`config.mk`:
```
export PLATFORM = sky130hd
export DESIGN_NAME = rmt_top
export DESIGN_NICKNAME = d
export VERILOG_FILES = /design/src/design/rmt_pkg.sv /design/src/design/pkt_filter.sv /design/src/design/hop_action.sv /design/src/design/queue_steer.sv /design/src/design/queue_fifo.sv /design/src/design/output_arbiter.sv /design/src/design/rmt_top.sv
export SDC_FILE = /design/constraint.sdc
export NUM_CORES = 2
export LEC_CHECK = 0
export BUFFER_PORTS_ARGS = -buffer_cell sky130_fd_sc_hd__buf_2
export CORE_MARGIN = 2
export CORE_UTILIZATION = 40
export DETAILED_ROUTE_END_ITERATION = 8
export PLACE_DENSITY_LB_ADDON = 0.3
export SYNTH_ARGS = -nofsm -noshare
export SYNTH_HDL_FRONTEND = slang
export SYNTH_HIERARCHICAL = 1
export SYNTH_MEMORY_MAX_BITS = 65536
export SYNTH_SLANG_ARGS = --single-unit
```
`constraint.sdc`:
```
create_clock -name clk -period 9.3 [get_ports clk]
set_clock_uncertainty 0.05 [all_clocks]
set_input_delay 0.93 -clock clk [delete_from_list [all_inputs] [get_ports clk]]
set_output_delay 0.93 -clock clk [all_outputs]
set_load 0.05 [all_outputs]
```
`src/design/rmt_pkg.sv`:
```
`default_nettype none

package rmt_pkg;

	// stream beat
	localparam int BEAT_W = 64;
	typedef logic [BEAT_W-1:0] beat_t;

	// header beat layout
	localparam int VLAN_LSB = 52;
	localparam int VLAN_W = 12;
	localparam int DROP_IDX_W = 4;   // low vlan bits that index the drop flags
	localparam int QUEUE_LSB = 50;
	localparam int HOP_LSB = 0;
	localparam int HOP_W = 8;

	// output queues
	localparam int NUM_QUEUES = 4;
	typedef logic [$clog2(NUM_QUEUES)-1:0] queue_idx_t;

	// per-queue packet buffer
	localparam int FIFO_DEPTH = 16;
	localparam int FIFO_AW = 4;

endpackage

`default_nettype wire

```
`src/design/pkt_filter.sv`:
```
`timescale 1ns/100ps
`default_nettype none

module pkt_filter
	import rmt_pkg::*;
(
	input  wire                           clk,
	input  wire                           aresetn,
	input  wire [(2**DROP_IDX_W)-1:0]     vlan_drop_flags,
	input  wire beat_t                    in_data,
	input  wire                           in_last,
	input  wire                           in_valid,
	output logic                          in_ready,
	output beat_t                         out_data,
	output logic                          out_last,
	output logic                          out_valid,
	input  wire                           out_ready
);

	logic              is_hdr;     // next accepted beat opens a packet
	logic              drop_lat;   // decision held for the body beats
	logic [VLAN_W-1:0] vlan_id;
	logic              hdr_drop;
	logic              cur_drop;
	logic              in_fire;

	assign vlan_id  = in_data[VLAN_LSB +: VLAN_W];
	assign hdr_drop = vlan_drop_flags[vlan_id[DROP_IDX_W-1:0]];
	assign cur_drop = is_hdr ? hdr_drop : drop_lat;

	// output register empty or draining this cycle
	assign in_ready = !out_valid || out_ready;
	assign in_fire  = in_valid && in_ready;

	always_ff @(posedge clk or negedge aresetn) begin
		if (!aresetn) begin
			is_hdr    <= 1'b1;
			drop_lat  <= 1'b0;
			out_valid <= 1'b0;
		end else begin
			if (in_fire) begin
				is_hdr <= in_last;
				if (is_hdr)
					drop_lat <= hdr_drop;
			end
			if (in_fire && !cur_drop)
				out_valid <= 1'b1;
			else if (out_ready)
				out_valid <= 1'b0;
		end
	end

	// dropped beats are swallowed here
	always_ff @(posedge clk) begin
		if (in_fire && !cur_drop) begin
			out_data <= in_data;
			out_last <= in_last;
		end
	end

	// stalled beat must not change under the consumer
	a_stall_hold: assert property (@(posedge clk) disable iff (!aresetn)
		out_valid && !out_ready |=> out_valid && $stable(out_data) && $stable(out_last))
		else $error("pkt_filter output changed while stalled");

endmodule

`default_nettype wire

```
`src/design/hop_action.sv`:
```
`timescale 1ns/100ps
`default_nettype none

module hop_action
	import rmt_pkg::*;
(
	input  wire         clk,
	input  wire         aresetn,
	input  wire beat_t  in_data,
	input  wire         in_last,
	input  wire         in_valid,
	output logic        in_ready,
	output beat_t       out_data,
	output logic        out_last,
	output logic        out_valid,
	input  wire         out_ready
);

	logic             is_hdr;
	logic             in_fire;
	logic [HOP_W-1:0] hop;
	beat_t            edit_data;

	assign in_ready = !out_valid || out_ready;
	assign in_fire  = in_valid && in_ready;
	assign hop      = in_data[HOP_LSB +: HOP_W];

	// decrement hop count, stuck at zero
	always_comb begin
		edit_data = in_data;
		if (is_hdr && hop != '0)
			edit_data[HOP_LSB +: HOP_W] = hop - 1'b1;
	end

	always_ff @(posedge clk or negedge aresetn) begin
		if (!aresetn) begin
			is_hdr    <= 1'b1;
			out_valid <= 1'b0;
		end else begin
			if (in_fire)
				is_hdr <= in_last;
			if (in_fire)
				out_valid <= 1'b1;
			else if (out_ready)
				out_valid <= 1'b0;
		end
	end

	always_ff @(posedge clk) begin
		if (in_fire) begin
			out_data <= edit_data;
			out_last <= in_last;
		end
	end

	// a held beat is only retired by a handshake
	a_valid_hold: assert property (@(posedge clk) disable iff (!aresetn)
		out_valid && !out_ready |=> out_valid)
		else $error("hop_action dropped out_valid without a transfer");

endmodule

`default_nettype wire

```
`src/design/queue_steer.sv`:
```
`timescale 1ns/100ps
`default_nettype none

module queue_steer
	import rmt_pkg::*;
(
	input  wire                    clk,
	input  wire                    aresetn,
	input  wire beat_t             in_data,
	input  wire                    in_last,
	input  wire                    in_valid,
	output logic                   in_ready,
	input  wire [NUM_QUEUES-1:0]   fifo_full,
	output beat_t                  fifo_wr_data,
	output logic                   fifo_wr_last,
	output logic [NUM_QUEUES-1:0]  fifo_wr_en
);

	logic       is_hdr;
	queue_idx_t q_lat;     // queue of the packet in flight
	queue_idx_t hdr_q;
	queue_idx_t cur_q;
	logic       in_fire;

	assign hdr_q = queue_idx_t'(in_data[QUEUE_LSB +: $bits(queue_idx_t)]);
	assign cur_q = is_hdr ? hdr_q : q_lat;

	assign in_ready     = !fifo_full[cur_q];
	assign in_fire      = in_valid && in_ready;
	assign fifo_wr_data = in_data;
	assign fifo_wr_last = in_last;

	always_comb begin
		for (int i = 0; i < NUM_QUEUES; i++)
			fifo_wr_en[i] = in_fire && (cur_q == queue_idx_t'(i));
	end

	always_ff @(posedge clk or negedge aresetn) begin
		if (!aresetn) begin
			is_hdr <= 1'b1;
			q_lat  <= '0;
		end else if (in_fire) begin
			is_hdr <= in_last;
			if (is_hdr)
				q_lat <= hdr_q;   // body beats follow their header
		end
	end

	a_one_queue: assert property (@(posedge clk) disable iff (!aresetn)
		$onehot0(fifo_wr_en))
		else $error("queue_steer wrote more than one queue");

endmodule

`default_nettype wire

```
`src/design/queue_fifo.sv`:
```
`timescale 1ns/100ps
`default_nettype none

module queue_fifo
	import rmt_pkg::*;
(
	input  wire         clk,
	input  wire         aresetn,
	input  wire beat_t  wr_data,
	input  wire         wr_last,
	input  wire         wr_en,
	output logic        full,
	output beat_t       rd_data,
	output logic        rd_last,
	output logic        empty,
	input  wire         rd_en
);

	beat_t              mem_data [FIFO_DEPTH];
	logic               mem_last [FIFO_DEPTH];
	logic [FIFO_AW-1:0] wr_ptr;
	logic [FIFO_AW-1:0] rd_ptr;
	logic [FIFO_AW:0]   count;    // one extra bit to tell full from empty

	assign full  = (count == (FIFO_AW+1)'(FIFO_DEPTH));
	assign empty = (count == '0);

	// head entry always on the read side
	assign rd_data = mem_data[rd_ptr];
	assign rd_last = mem_last[rd_ptr];

	always_ff @(posedge clk) begin
		if (wr_en) begin
			mem_data[wr_ptr] <= wr_data;
			mem_last[wr_ptr] <= wr_last;
		end
	end

	always_ff @(posedge clk or negedge aresetn) begin
		if (!aresetn) begin
			wr_ptr <= '0;
			rd_ptr <= '0;
			count  <= '0;
		end else begin
			if (wr_en)
				wr_ptr <= wr_ptr + 1'b1;   // wraps at depth
			if (rd_en)
				rd_ptr <= rd_ptr + 1'b1;
			case ({wr_en, rd_en})
				2'b10:   count <= count + 1'b1;
				2'b01:   count <= count - 1'b1;
				default: count <= count;
			endcase
		end
	end

	a_no_overflow: assert property (@(posedge clk) disable iff (!aresetn)
		wr_en |-> !full)
		else $error("queue_fifo written while full");

	a_no_underflow: assert property (@(posedge clk) disable iff (!aresetn)
		rd_en |-> !empty)
		else $error("queue_fifo read while empty");

endmodule

`default_nettype wire

```
`src/design/output_arbiter.sv`:
```
`timescale 1ns/100ps
`default_nettype none

module output_arbiter
	import rmt_pkg::*;
(
	input  wire                    clk,
	input  wire                    aresetn,
	input  wire beat_t             q_data [NUM_QUEUES],
	input  wire [NUM_QUEUES-1:0]   q_last,
	input  wire [NUM_QUEUES-1:0]   q_empty,
	output logic [NUM_QUEUES-1:0]  q_rd_en,
	output beat_t                  out_data,
	output logic                   out_last,
	output logic                   out_valid,
	input  wire                    out_ready
);

	logic       busy;         // a packet holds the output
	queue_idx_t grant;        // owner while busy
	queue_idx_t last_grant;   // round-robin pointer
	queue_idx_t pick_q;
	logic       pick_valid;
	queue_idx_t sel;
	logic       out_fire;

	// first non-empty queue after the last one served
	always_comb begin
		pick_valid = 1'b0;
		pick_q     = last_grant;
		for (int i = 1; i <= NUM_QUEUES; i++) begin
			if (!pick_valid && !q_empty[queue_idx_t'(last_grant + i)]) begin
				pick_valid = 1'b1;
				pick_q     = queue_idx_t'(last_grant + i);
			end
		end
	end

	assign sel       = busy ? grant : pick_q;
	assign out_data  = q_data[sel];
	assign out_last  = q_last[sel];
	assign out_valid = !q_empty[sel];
	assign out_fire  = out_valid && out_ready;

	always_comb begin
		for (int i = 0; i < NUM_QUEUES; i++)
			q_rd_en[i] = out_fire && (sel == queue_idx_t'(i));
	end

	always_ff @(posedge clk or negedge aresetn) begin
		if (!aresetn) begin
			busy       <= 1'b0;
			grant      <= '0;
			last_grant <= queue_idx_t'(NUM_QUEUES-1);   // queue 0 goes first
		end else if (out_fire && out_last) begin
			busy       <= 1'b0;
			last_grant <= sel;
		end else if (!busy && pick_valid) begin
			// lock on first offer, so a stalled beat cannot be swapped
			busy  <= 1'b1;
			grant <= pick_q;
		end
	end

	// whole packets only, no interleaving
	a_grant_lock: assert property (@(posedge clk) disable iff (!aresetn)
		busy && !(out_fire && out_last) |=> busy && $stable(grant))
		else $error("output_arbiter moved the grant inside a packet");

endmodule

`default_nettype wire

```
`src/design/rmt_top.sv`:
```
`timescale 1ns/100ps
`default_nettype none

module rmt_top
	import rmt_pkg::*;
(
	input  wire                           clk,
	input  wire                           aresetn,
	input  wire [(2**DROP_IDX_W)-1:0]     vlan_drop_flags,
	input  wire beat_t                    in_data,
	input  wire                           in_last,
	input  wire                           in_valid,
	output logic                          in_ready,
	output beat_t                         out_data,
	output logic                          out_last,
	output logic                          out_valid,
	input  wire                           out_ready
);

	// filter to action stage
	beat_t filt_data;
	logic  filt_last;
	logic  filt_valid;
	logic  filt_ready;

	// action stage to steering
	beat_t hop_data;
	logic  hop_last;
	logic  hop_valid;
	logic  hop_ready;

	// steering to the queue fifos, shared write bus
	beat_t                 wr_data;
	logic                  wr_last;
	logic [NUM_QUEUES-1:0] wr_en;
	logic [NUM_QUEUES-1:0] q_full;

	// fifo read side to the arbiter
	beat_t                 q_data [NUM_QUEUES];
	logic [NUM_QUEUES-1:0] q_last;
	logic [NUM_QUEUES-1:0] q_empty;
	logic [NUM_QUEUES-1:0] q_rd_en;

	pkt_filter u_pkt_filter (
		.clk             (clk),
		.aresetn         (aresetn),
		.vlan_drop_flags (vlan_drop_flags),
		.in_data         (in_data),
		.in_last         (in_last),
		.in_valid        (in_valid),
		.in_ready        (in_ready),
		.out_data        (filt_data),
		.out_last        (filt_last),
		.out_valid       (filt_valid),
		.out_ready       (filt_ready)
	);

	hop_action u_hop_action (
		.clk       (clk),
		.aresetn   (aresetn),
		.in_data   (filt_data),
		.in_last   (filt_last),
		.in_valid  (filt_valid),
		.in_ready  (filt_ready),
		.out_data  (hop_data),
		.out_last  (hop_last),
		.out_valid (hop_valid),
		.out_ready (hop_ready)
	);

	queue_steer u_queue_steer (
		.clk          (clk),
		.aresetn      (aresetn),
		.in_data      (hop_data),
		.in_last      (hop_last),
		.in_valid     (hop_valid),
		.in_ready     (hop_ready),
		.fifo_full    (q_full),
		.fifo_wr_data (wr_data),
		.fifo_wr_last (wr_last),
		.fifo_wr_en   (wr_en)
	);

	for (genvar i = 0; i < NUM_QUEUES; i++) begin : g_queue
		queue_fifo u_queue_fifo (
			.clk     (clk),
			.aresetn (aresetn),
			.wr_data (wr_data),
			.wr_last (wr_last),
			.wr_en   (wr_en[i]),
			.full    (q_full[i]),
			.rd_data (q_data[i]),
			.rd_last (q_last[i]),
			.empty   (q_empty[i]),
			.rd_en   (q_rd_en[i])
		);
	end

	output_arbiter u_output_arbiter (
		.clk       (clk),
		.aresetn   (aresetn),
		.q_data    (q_data),
		.q_last    (q_last),
		.q_empty   (q_empty),
		.q_rd_en   (q_rd_en),
		.out_data  (out_data),
		.out_last  (out_last),
		.out_valid (out_valid),
		.out_ready (out_ready)
	);

endmodule

`default_nettype wire

```
# Word-level counts from Yosys, hierarchy flattened
# Memory sizes are Yosys's and may differ from the RTL's.
# Index checks and enable logic that the tools add are counted.
word_totals:
  regBits: 195
  ram_bits: 4160
  n_memories: 8
memory_table:
  columns: ["name", "words", "width", "read_ports", "rd_clocked_by_memory_dff", "write_ports", "line_no", "text"]
  rows:
  - ["g_queue[0].u_queue_fifo.mem_data", 16, 64, 1, 0, 1, "queue_fifo.sv:19", "beat_t mem_data [FIFO_DEPTH];"]
  - ["g_queue[1].u_queue_fifo.mem_data", 16, 64, 1, 0, 1, "queue_fifo.sv:19", null]
  - ["g_queue[2].u_queue_fifo.mem_data", 16, 64, 1, 0, 1, "queue_fifo.sv:19", null]
  - ["g_queue[3].u_queue_fifo.mem_data", 16, 64, 1, 0, 1, "queue_fifo.sv:19", null]
  - ["g_queue[0].u_queue_fifo.mem_last", 16, 1, 1, 0, 1, "queue_fifo.sv:20", "logic mem_last [FIFO_DEPTH];"]
  - ["g_queue[1].u_queue_fifo.mem_last", 16, 1, 1, 0, 1, "queue_fifo.sv:20", null]
  - ["2 more memories", null, null, null, null, null, null, null]
op_classes:
  n_addsub: 21
  order_cmp: 8
  eq_ne: 19
  mux: 49
  n_bitwise: 2
  n_reduce_logical: 46
ops:
  columns: ["operator", "n"]
  rows:
  - ["$bmux W64 S2", 1]
  - ["$mux W64", 2]
  - ["$pmux W5 S2", 4]
  - ["$add A4 B1 Y4 const B", 8]
  - ["$mux W1", 27]
  - ["$add A5 B1 Y5 const B", 4]
  - ["$eq A5 B5 Y1 const B", 4]
  - ["$logic_not A5 Y1", 4]
  - ["$sub A5 B1 Y5 const B", 4]
  - ["$logic_and A1 B1 Y1", 19]
  - ["$lt A2 B3 Y1 const B", 6]
  - ["$eq A2 B2 Y1 const B", 8]
  - ["$bmux W1 S2", 7]
  - ["$eq A2 B1 Y1 const B", 6]
  - ["$mux W2", 6]
  - ["$reduce_bool A2 Y1", 6]
  - ["$logic_not A1 Y1", 11]
  - ["$mux W8", 1]
  - ["$reduce_bool A8 Y1", 1]
  - ["$sub A8 B1 Y8 const B", 1]
  - ["$lt A4 B5 Y1 const B", 1]
  - ["$add A2 B1 Y2 const B", 2]
  - ["$add A2 B2 Y2 const B", 2]
  - ["$bmux W1 S4", 1]
  - ["other kinds (7)", 9]

# Depth between registers and ports, before layout
logic_depth:
  depth_word: 20
  ltp_mapped: 18
  depth_no_buf: 16

# By module
# Netlist, hierarchy kept.
modules_own_cells:
  columns: ["mod", "n_inst", "cells_each", "area_each_um2", "seq_area_each_um2"]
  rows:
  - ["queue_fifo at g_queue[2].u_queue_fifo ...", 2, 1681, 39666.8, 31555.3]
  - ["queue_fifo at g_queue[1].u_queue_fifo", 1, 1683, 39725.6, 31555.3]
  - ["queue_fifo at g_queue[0].u_queue_fifo", 1, 1683, 39724.3, 31555.3]
  - ["pkt_filter", 1, 93, 2255.9, 2028.2]
  - ["hop_action", 1, 100, 2253.4, 2003.2]
  - ["output_arbiter", 1, 147, 2165.8, 127.6]
  - ["queue_steer", 1, 96, 793.3, 76.3]

# Worst setup path before layout
# OpenSTA, ideal clock, no wires.
synth_path:
  path_type: "register to register"
  from: "reg u_queue_steer.is_hdr"
  to: "mem g_queue[0].u_queue_fifo/mem_data[6][0] (netlist bit), enable pin"
  setup_ns: 0.581
  arrival_ns: 6.942
  required_time_ns: 8.669
  setup_slack_ns: 1.726
  path_stages_with_launch: 10
  synth_period_minus_slack_ns: 7.574
  cell_sequence: "dfstp_2 buf_6 mux2_4 and2_4 o21ai_4 nand3_4 nor3b_1 clkbuf_1 nand2_1 nor3b_1"
synth_via:
  elab_chain_len: 8
synth_rtl:
  columns: ["item", "line_no", "text"]
  rows:
  - ["start, declared", "queue_steer.sv:19", "logic is_hdr;"]
  - ["start signal, assigned", "queue_steer.sv:43", "is_hdr <= in_last;"]
  - ["$mux W2 (*)", null, null]
  - ["$bmux W1 S2", "queue_steer.sv:28", "assign in_ready = !fifo_full[cur_q];"]
  - ["$mux W1 (implied by the code)", "queue_steer.sv:28", null]
  - ["$logic_not A1 Y1", "queue_steer.sv:28", null]
  - ["$logic_and A1 B1 Y1", "queue_steer.sv:29", "assign in_fire = in_valid && in_ready;"]
  - ["$logic_and A1 B1 Y1 (*)", "queue_steer.sv:35", "fifo_wr_en[i] = in_fire && (cur_q == queue_idx_t'(i));"]
  - ["via wr_en[0]", "rmt_top.sv:35", "logic [NUM_QUEUES-1:0] wr_en;"]
  - ["$mux W1 (*)", "queue_fifo.sv:33", "if (wr_en) begin"]
  - ["$mux W1 (implied by the code) (*)", "queue_fifo.sv:34", "mem_data[wr_ptr] <= wr_data;"]
  - ["end, declared", "queue_fifo.sv:19", null]
# Mark *: on every way through the listed nets, which the timed path passes. The rest lies on a longest branch. The select of a mux whose other input is x is not followed.

# Worst setup path after layout
layout_path:
  from: "reg g_queue[1].u_queue_fifo.count[2]"
  to: "out out_data[25]"
layout_via:
  elab_chain_len: 17
layout_rtl:
  columns: ["item", "line_no", "text"]
  rows:
  - ["start, declared", "queue_fifo.sv:23", "logic [FIFO_AW:0] count;"]
  - ["start signal, assigned", "queue_fifo.sv:50", "2'b10: count <= count + 1'b1;"]
  - ["start signal, assigned", "queue_fifo.sv:51", "2'b01: count <= count - 1'b1;"]
  - ["start signal, assigned", "queue_fifo.sv:52", "default: count <= count;"]
  - ["$logic_not A5 Y1 (*)", "queue_fifo.sv:26", "assign empty = (count == '0);"]
  - ["via q_empty[1]", "rmt_top.sv:41", "logic [NUM_QUEUES-1:0] q_empty;"]
  - ["$bmux W1 S2", "output_arbiter.sv:32", "if (!pick_valid && !q_empty[queue_idx_t'(last_grant + i)]) begin"]
  - ["$mux W1 (implied by the code)", "output_arbiter.sv:32", null]
  - ["$logic_not A1 Y1", "output_arbiter.sv:32", null]
  - ["$logic_and A1 B1 Y1", "output_arbiter.sv:32", null]
  - ["$mux W1", "output_arbiter.sv:32", null]
  - ["$logic_not A1 Y1", "output_arbiter.sv:32", null]
  - ["$logic_and A1 B1 Y1", "output_arbiter.sv:32", null]
  - ["$mux W1", "output_arbiter.sv:32", null]
  - ["$logic_not A1 Y1", "output_arbiter.sv:32", null]
  - ["$logic_and A1 B1 Y1", "output_arbiter.sv:32", null]
  - ["$mux W2 (*)", "output_arbiter.sv:32", null]
  - ["$mux W2 (*)", "output_arbiter.sv:39", "assign sel = busy ? grant : pick_q;"]
  - ["$not A2 Y3 (implied by the code) (*)", "output_arbiter.sv:40", "assign out_data = q_data[sel];"]
  - ["$bmux W64 S2 (*)", "output_arbiter.sv:40", null]
  - ["$mux W64 (implied by the code) (*) (2 in series)", "output_arbiter.sv:40", null]
  - ["end, declared", "rmt_top.sv:14", "output beat_t out_data,"]
# Marks and branches as above.

==> impl_metrics.csv <==
group,metric,value,unit
outcome,outcome,"complete, no violations",
routing,antenna_left,0,
global_routing,first_global_vias,81100,
routing,drt_via_density,5.98,
cts,cts_tree,"yes",
sta,layout_min_cycle_time,5910,ps
sta,finalCritPeriodShare,0.636,
synthesis,synth_enable_flop_cells,4290,
routing,vias,80100,
die,core,413000,um2
routing,drt_wl_total,465000,um
worst_hold_path,timing.hold.worst.start,"in_data[48]",
routing,first_iter_violations,11200,
routing,dr.pass1.iters,6,
setup_path,arrival,4930,ps
sta,setup_tns,0,ps
synthesis,syn-mean-instance-area,23.2,um2
worst_hold_path,hold_path_end,"u_pkt_filter/out_data[48]",
cts,clkLatencyLatePin,1020,ps
sta,final_max_slew_viol_count,0,
global_routing,grt_start_max_net_pins,120,
sta,setup_viol_count_final,0,
synthesis,syn-instance-count,7164,
layout,design.final.nets,7672,
routing,drc,0,
power,static-leakage-power,58.5,nW
routing,wl_per_cell,34.7,um
setup_path,crit_fanout,34,
synthesis,synth_flop_cell,"sky130_fd_sc_hd__edfxtp_1",
global_routing,global_route.overflow_total,0,
die,design.portCount,152,
setup_path,regToRegStartpoint,"g_queue[3].u_queue_fifo/count[2]",
global_routing,grt_antenna_before_repair,16,
sta,timing_hold_violations_final,0,
placed_design,place.detailed.hpwl,248000,um
sta,worst-slew-pin-transition,1380,ps
setup_path,critPathCaptureType,"primary output",
synthesis,post_synth_instance_area,166000,um2
synthesis,postSynthNetCount,7285,
placed_design,buffer_ports.inserted,151,
global_routing,grt_usage,0.217,
cts,clock-root-buffer,"sky130_fd_sc_hd__clkbuf_16",
cts,cts.htree.levels,5,
synthesis,ys_seq_elements,4355,
setup_path,worst_ep_required_time,8320,ps
setup_path,critical_path_class,"reg2out",
synthesis,synth.yosys.seq_area_share,0.785,
synthesis,yosys.cell_types.count,73,
die,die_x,649,um
sta,grt_setup_unrepaired,"false",
setup_path,critPathLaunchType,"register",
power,power.ir.vdd_worst,0.000344,V
layout,layout_commonest_cell,"sky130_fd_sc_hd__edfxtp_1",
synthesis,yosys_warnings,6,
die,dieArea,421000,um2
sta,achievable-frequency,0.169,GHz
setup_path,reg2reg_slack,4100,ps
die,rows,236,
global_routing,global_route_wire_length_before_repair,644000,um
worst_hold_path,worst_hold_path_type,"in2reg",
sta,fin_worst_hold_slack,93.3,ps
die,floorplan.initialDensity,0.402,
layout,layout_common_cells,"sky130_fd_sc_hd__edfxtp_1, sky130_fd_sc_hd__mux4_2, sky130_fd_sc_hd__a22oi_1",
setup_path,crit_reg_reg_endpoint,"g_queue[1].u_queue_fifo/count[4]",
setup_path,ff2ff_path_depth,15,
run,maxCapViolations,0,
placed_design,gpl.final_weighted_congestion,0.775,
die,die_height,649,um
layout,layout-drive-gt1-share,0.283,
synthesis,asyncSetResetFlopFracSynth,0.0149,
cts,cts_setup_buffers,0,
cts,cts.sink_count,4355,
layout,n_fill_cell,34100,
cts,clock_path_buffers,4,
cts,clk_pin_slew,60,ps
power,power.density_cell_area,328,nW/um2
worst_hold_path,worst_hold_path.num_cells,1,
sta,maxSlewHeadroom,0.0722,
cts,cts_made_buffers,430,
layout,syn2layout_area_growth,12.8,%
kinds of logic after synthesis:
logic type | Yosys count | share of synthesized area
flops | 4355 | 0.785
simple gates | 521 | 0.0141
xor+xnor | 52 | 0.00274
buf+inv | 475 | 0.0168
mux | 1138 | 0.152
fa+ha+maj | 36 | 0.00271
compound gates | 587 | 0.0269
flip-flops by register name, summed over array words and instances, names as in the netlist, 2 cells and up:
name	cells
g_queue.u_queue_fifo/mem_data	4096
g_queue.u_queue_fifo/mem_last	64
u_hop_action/out_data	64
u_pkt_filter/out_data	64
g_queue.u_queue_fifo/count	20
g_queue.u_queue_fifo/rd_ptr	16
g_queue.u_queue_fifo/wr_ptr	16
u_output_arbiter/grant	2
u_output_arbiter/last_grant	2
u_queue_steer/q_lat	2
metrics by stage:
step	instance area, um2	utilization	power, mW	setup slack (ps)	cells
final	188000	0.454	61.5	3390	13400
after global routing	188000	0.454	63.5	3160	13400
after CTS	188000	0.454	61.9	3300	13400
after detailed placement	174000	0.421	45.0	4250	12600
after global placement	174000	0.421	44.7	4340	12600
after floorplan	166000	-	38.2	1730	7164
worst max-delay path by stage:
stage	start	to	slack (ps)	depth (start not counted)
finish	g_queue[1].u_queue_fifo/count[2]	out_data[25]	3390	9
global route	g_queue[3].u_queue_fifo/count[2]	out_data[38]	3160	9
CTS	g_queue[0].u_queue_fifo/rd_ptr[0]	out_last	3300	9
detailed placement	g_queue[3].u_queue_fifo/count[1]	g_queue[1].u_queue_fifo/count[4]	4250	15
global placement	g_queue[3].u_queue_fifo/rd_ptr[0]	out_data[35]	4340	6
floorplan	u_queue_steer/is_hdr	g_queue[0].u_queue_fifo/mem_data[6][0]	1730	9
per-layer routing:
layer | share of wire | up-vias | GRT usage
met4 | 0.036 | 2 | 0.0690
met5 | 0.000024 | - | 0
met3 | 0.082 | 708 | 0.0326
met2 | 0.50 | 4008 | 0.369
li1 | - | 31300 | -
met1 | 0.38 | 44000 | 0.288
cell type report:
class | count | area [um2] | area share
Timing Repair Buffer | 405 | 3000 | 0.0160
Multi-Input combinational cell | 2334 | 33500 | 0.178
Sequential cell | 4355 | 130000 | 0.696
Clock inverter | 262 | 2460 | 0.0131
Clock buffer | 520 | 11200 | 0.0598
Inverter | 25 | 93.8 | 0.000500
Tap cell | 5474 | 6850 | 0.0365
Antenna cell | 14 | 35.0 | 0.000187
what timing repair did:
action / in CTS / in global routing
hold buffers: 1 / 0
gates resized for setup: 0 / 0
endpoints found under the hold margin: 8 / 0
cell usage after synthesis (19+ instances only):
cell type / number / area (um2)
sky130_fd_sc_hd__a22oi_1: 521 / 3910
sky130_fd_sc_hd__and2_1: 30 / 188
sky130_fd_sc_hd__buf_2: 101 / 505
sky130_fd_sc_hd__buf_4: 89 / 668
sky130_fd_sc_hd__buf_6: 74 / 833
sky130_fd_sc_hd__clkbuf_1: 176 / 661
sky130_fd_sc_hd__dfrtp_1: 60 / 1500
sky130_fd_sc_hd__edfxtp_1: 4290 / 129000
sky130_fd_sc_hd__ha_1: 36 / 450
sky130_fd_sc_hd__inv_1: 24 / 90.1
sky130_fd_sc_hd__mux4_2: 1105 / 24900
sky130_fd_sc_hd__nand2_1: 312 / 1170
sky130_fd_sc_hd__nand2b_1: 22 / 138
sky130_fd_sc_hd__nor2_1: 62 / 233
sky130_fd_sc_hd__nor2b_1: 19 / 119
sky130_fd_sc_hd__nor3_1: 19 / 95.1
sky130_fd_sc_hd__xnor2_1: 27 / 236
sky130_fd_sc_hd__xor2_1: 25 / 219
report_power, final:
| group | internal (mW) | leakage, nW | total (mW) | switching (mW) |
|---|---|---|---|---|
| registers | 24.3 | 39.4 | 25.0 | 0.711 |
| clock network | 9.63 | 6.68 | 17.0 | 7.40 |
| logic | 6.75 | 12.4 | 19.4 | 12.6 |
critical path, cell delays in order (launching register included):
cell and delay (ps):
sky130_fd_sc_hd__dfrtp_1 470, sky130_fd_sc_hd__nor2_1 230, sky130_fd_sc_hd__nand2_1 80, sky130_fd_sc_hd__nor2_1 440, sky130_fd_sc_hd__a2bb2oi_2 180, sky130_fd_sc_hd__mux2i_1 310
sky130_fd_sc_hd__mux2_8 580, sky130_fd_sc_hd__buf_4 790, sky130_fd_sc_hd__mux4_2 500, sky130_fd_sc_hd__buf_2 310
Note: power is estimated with default switching activity, not from simulation.
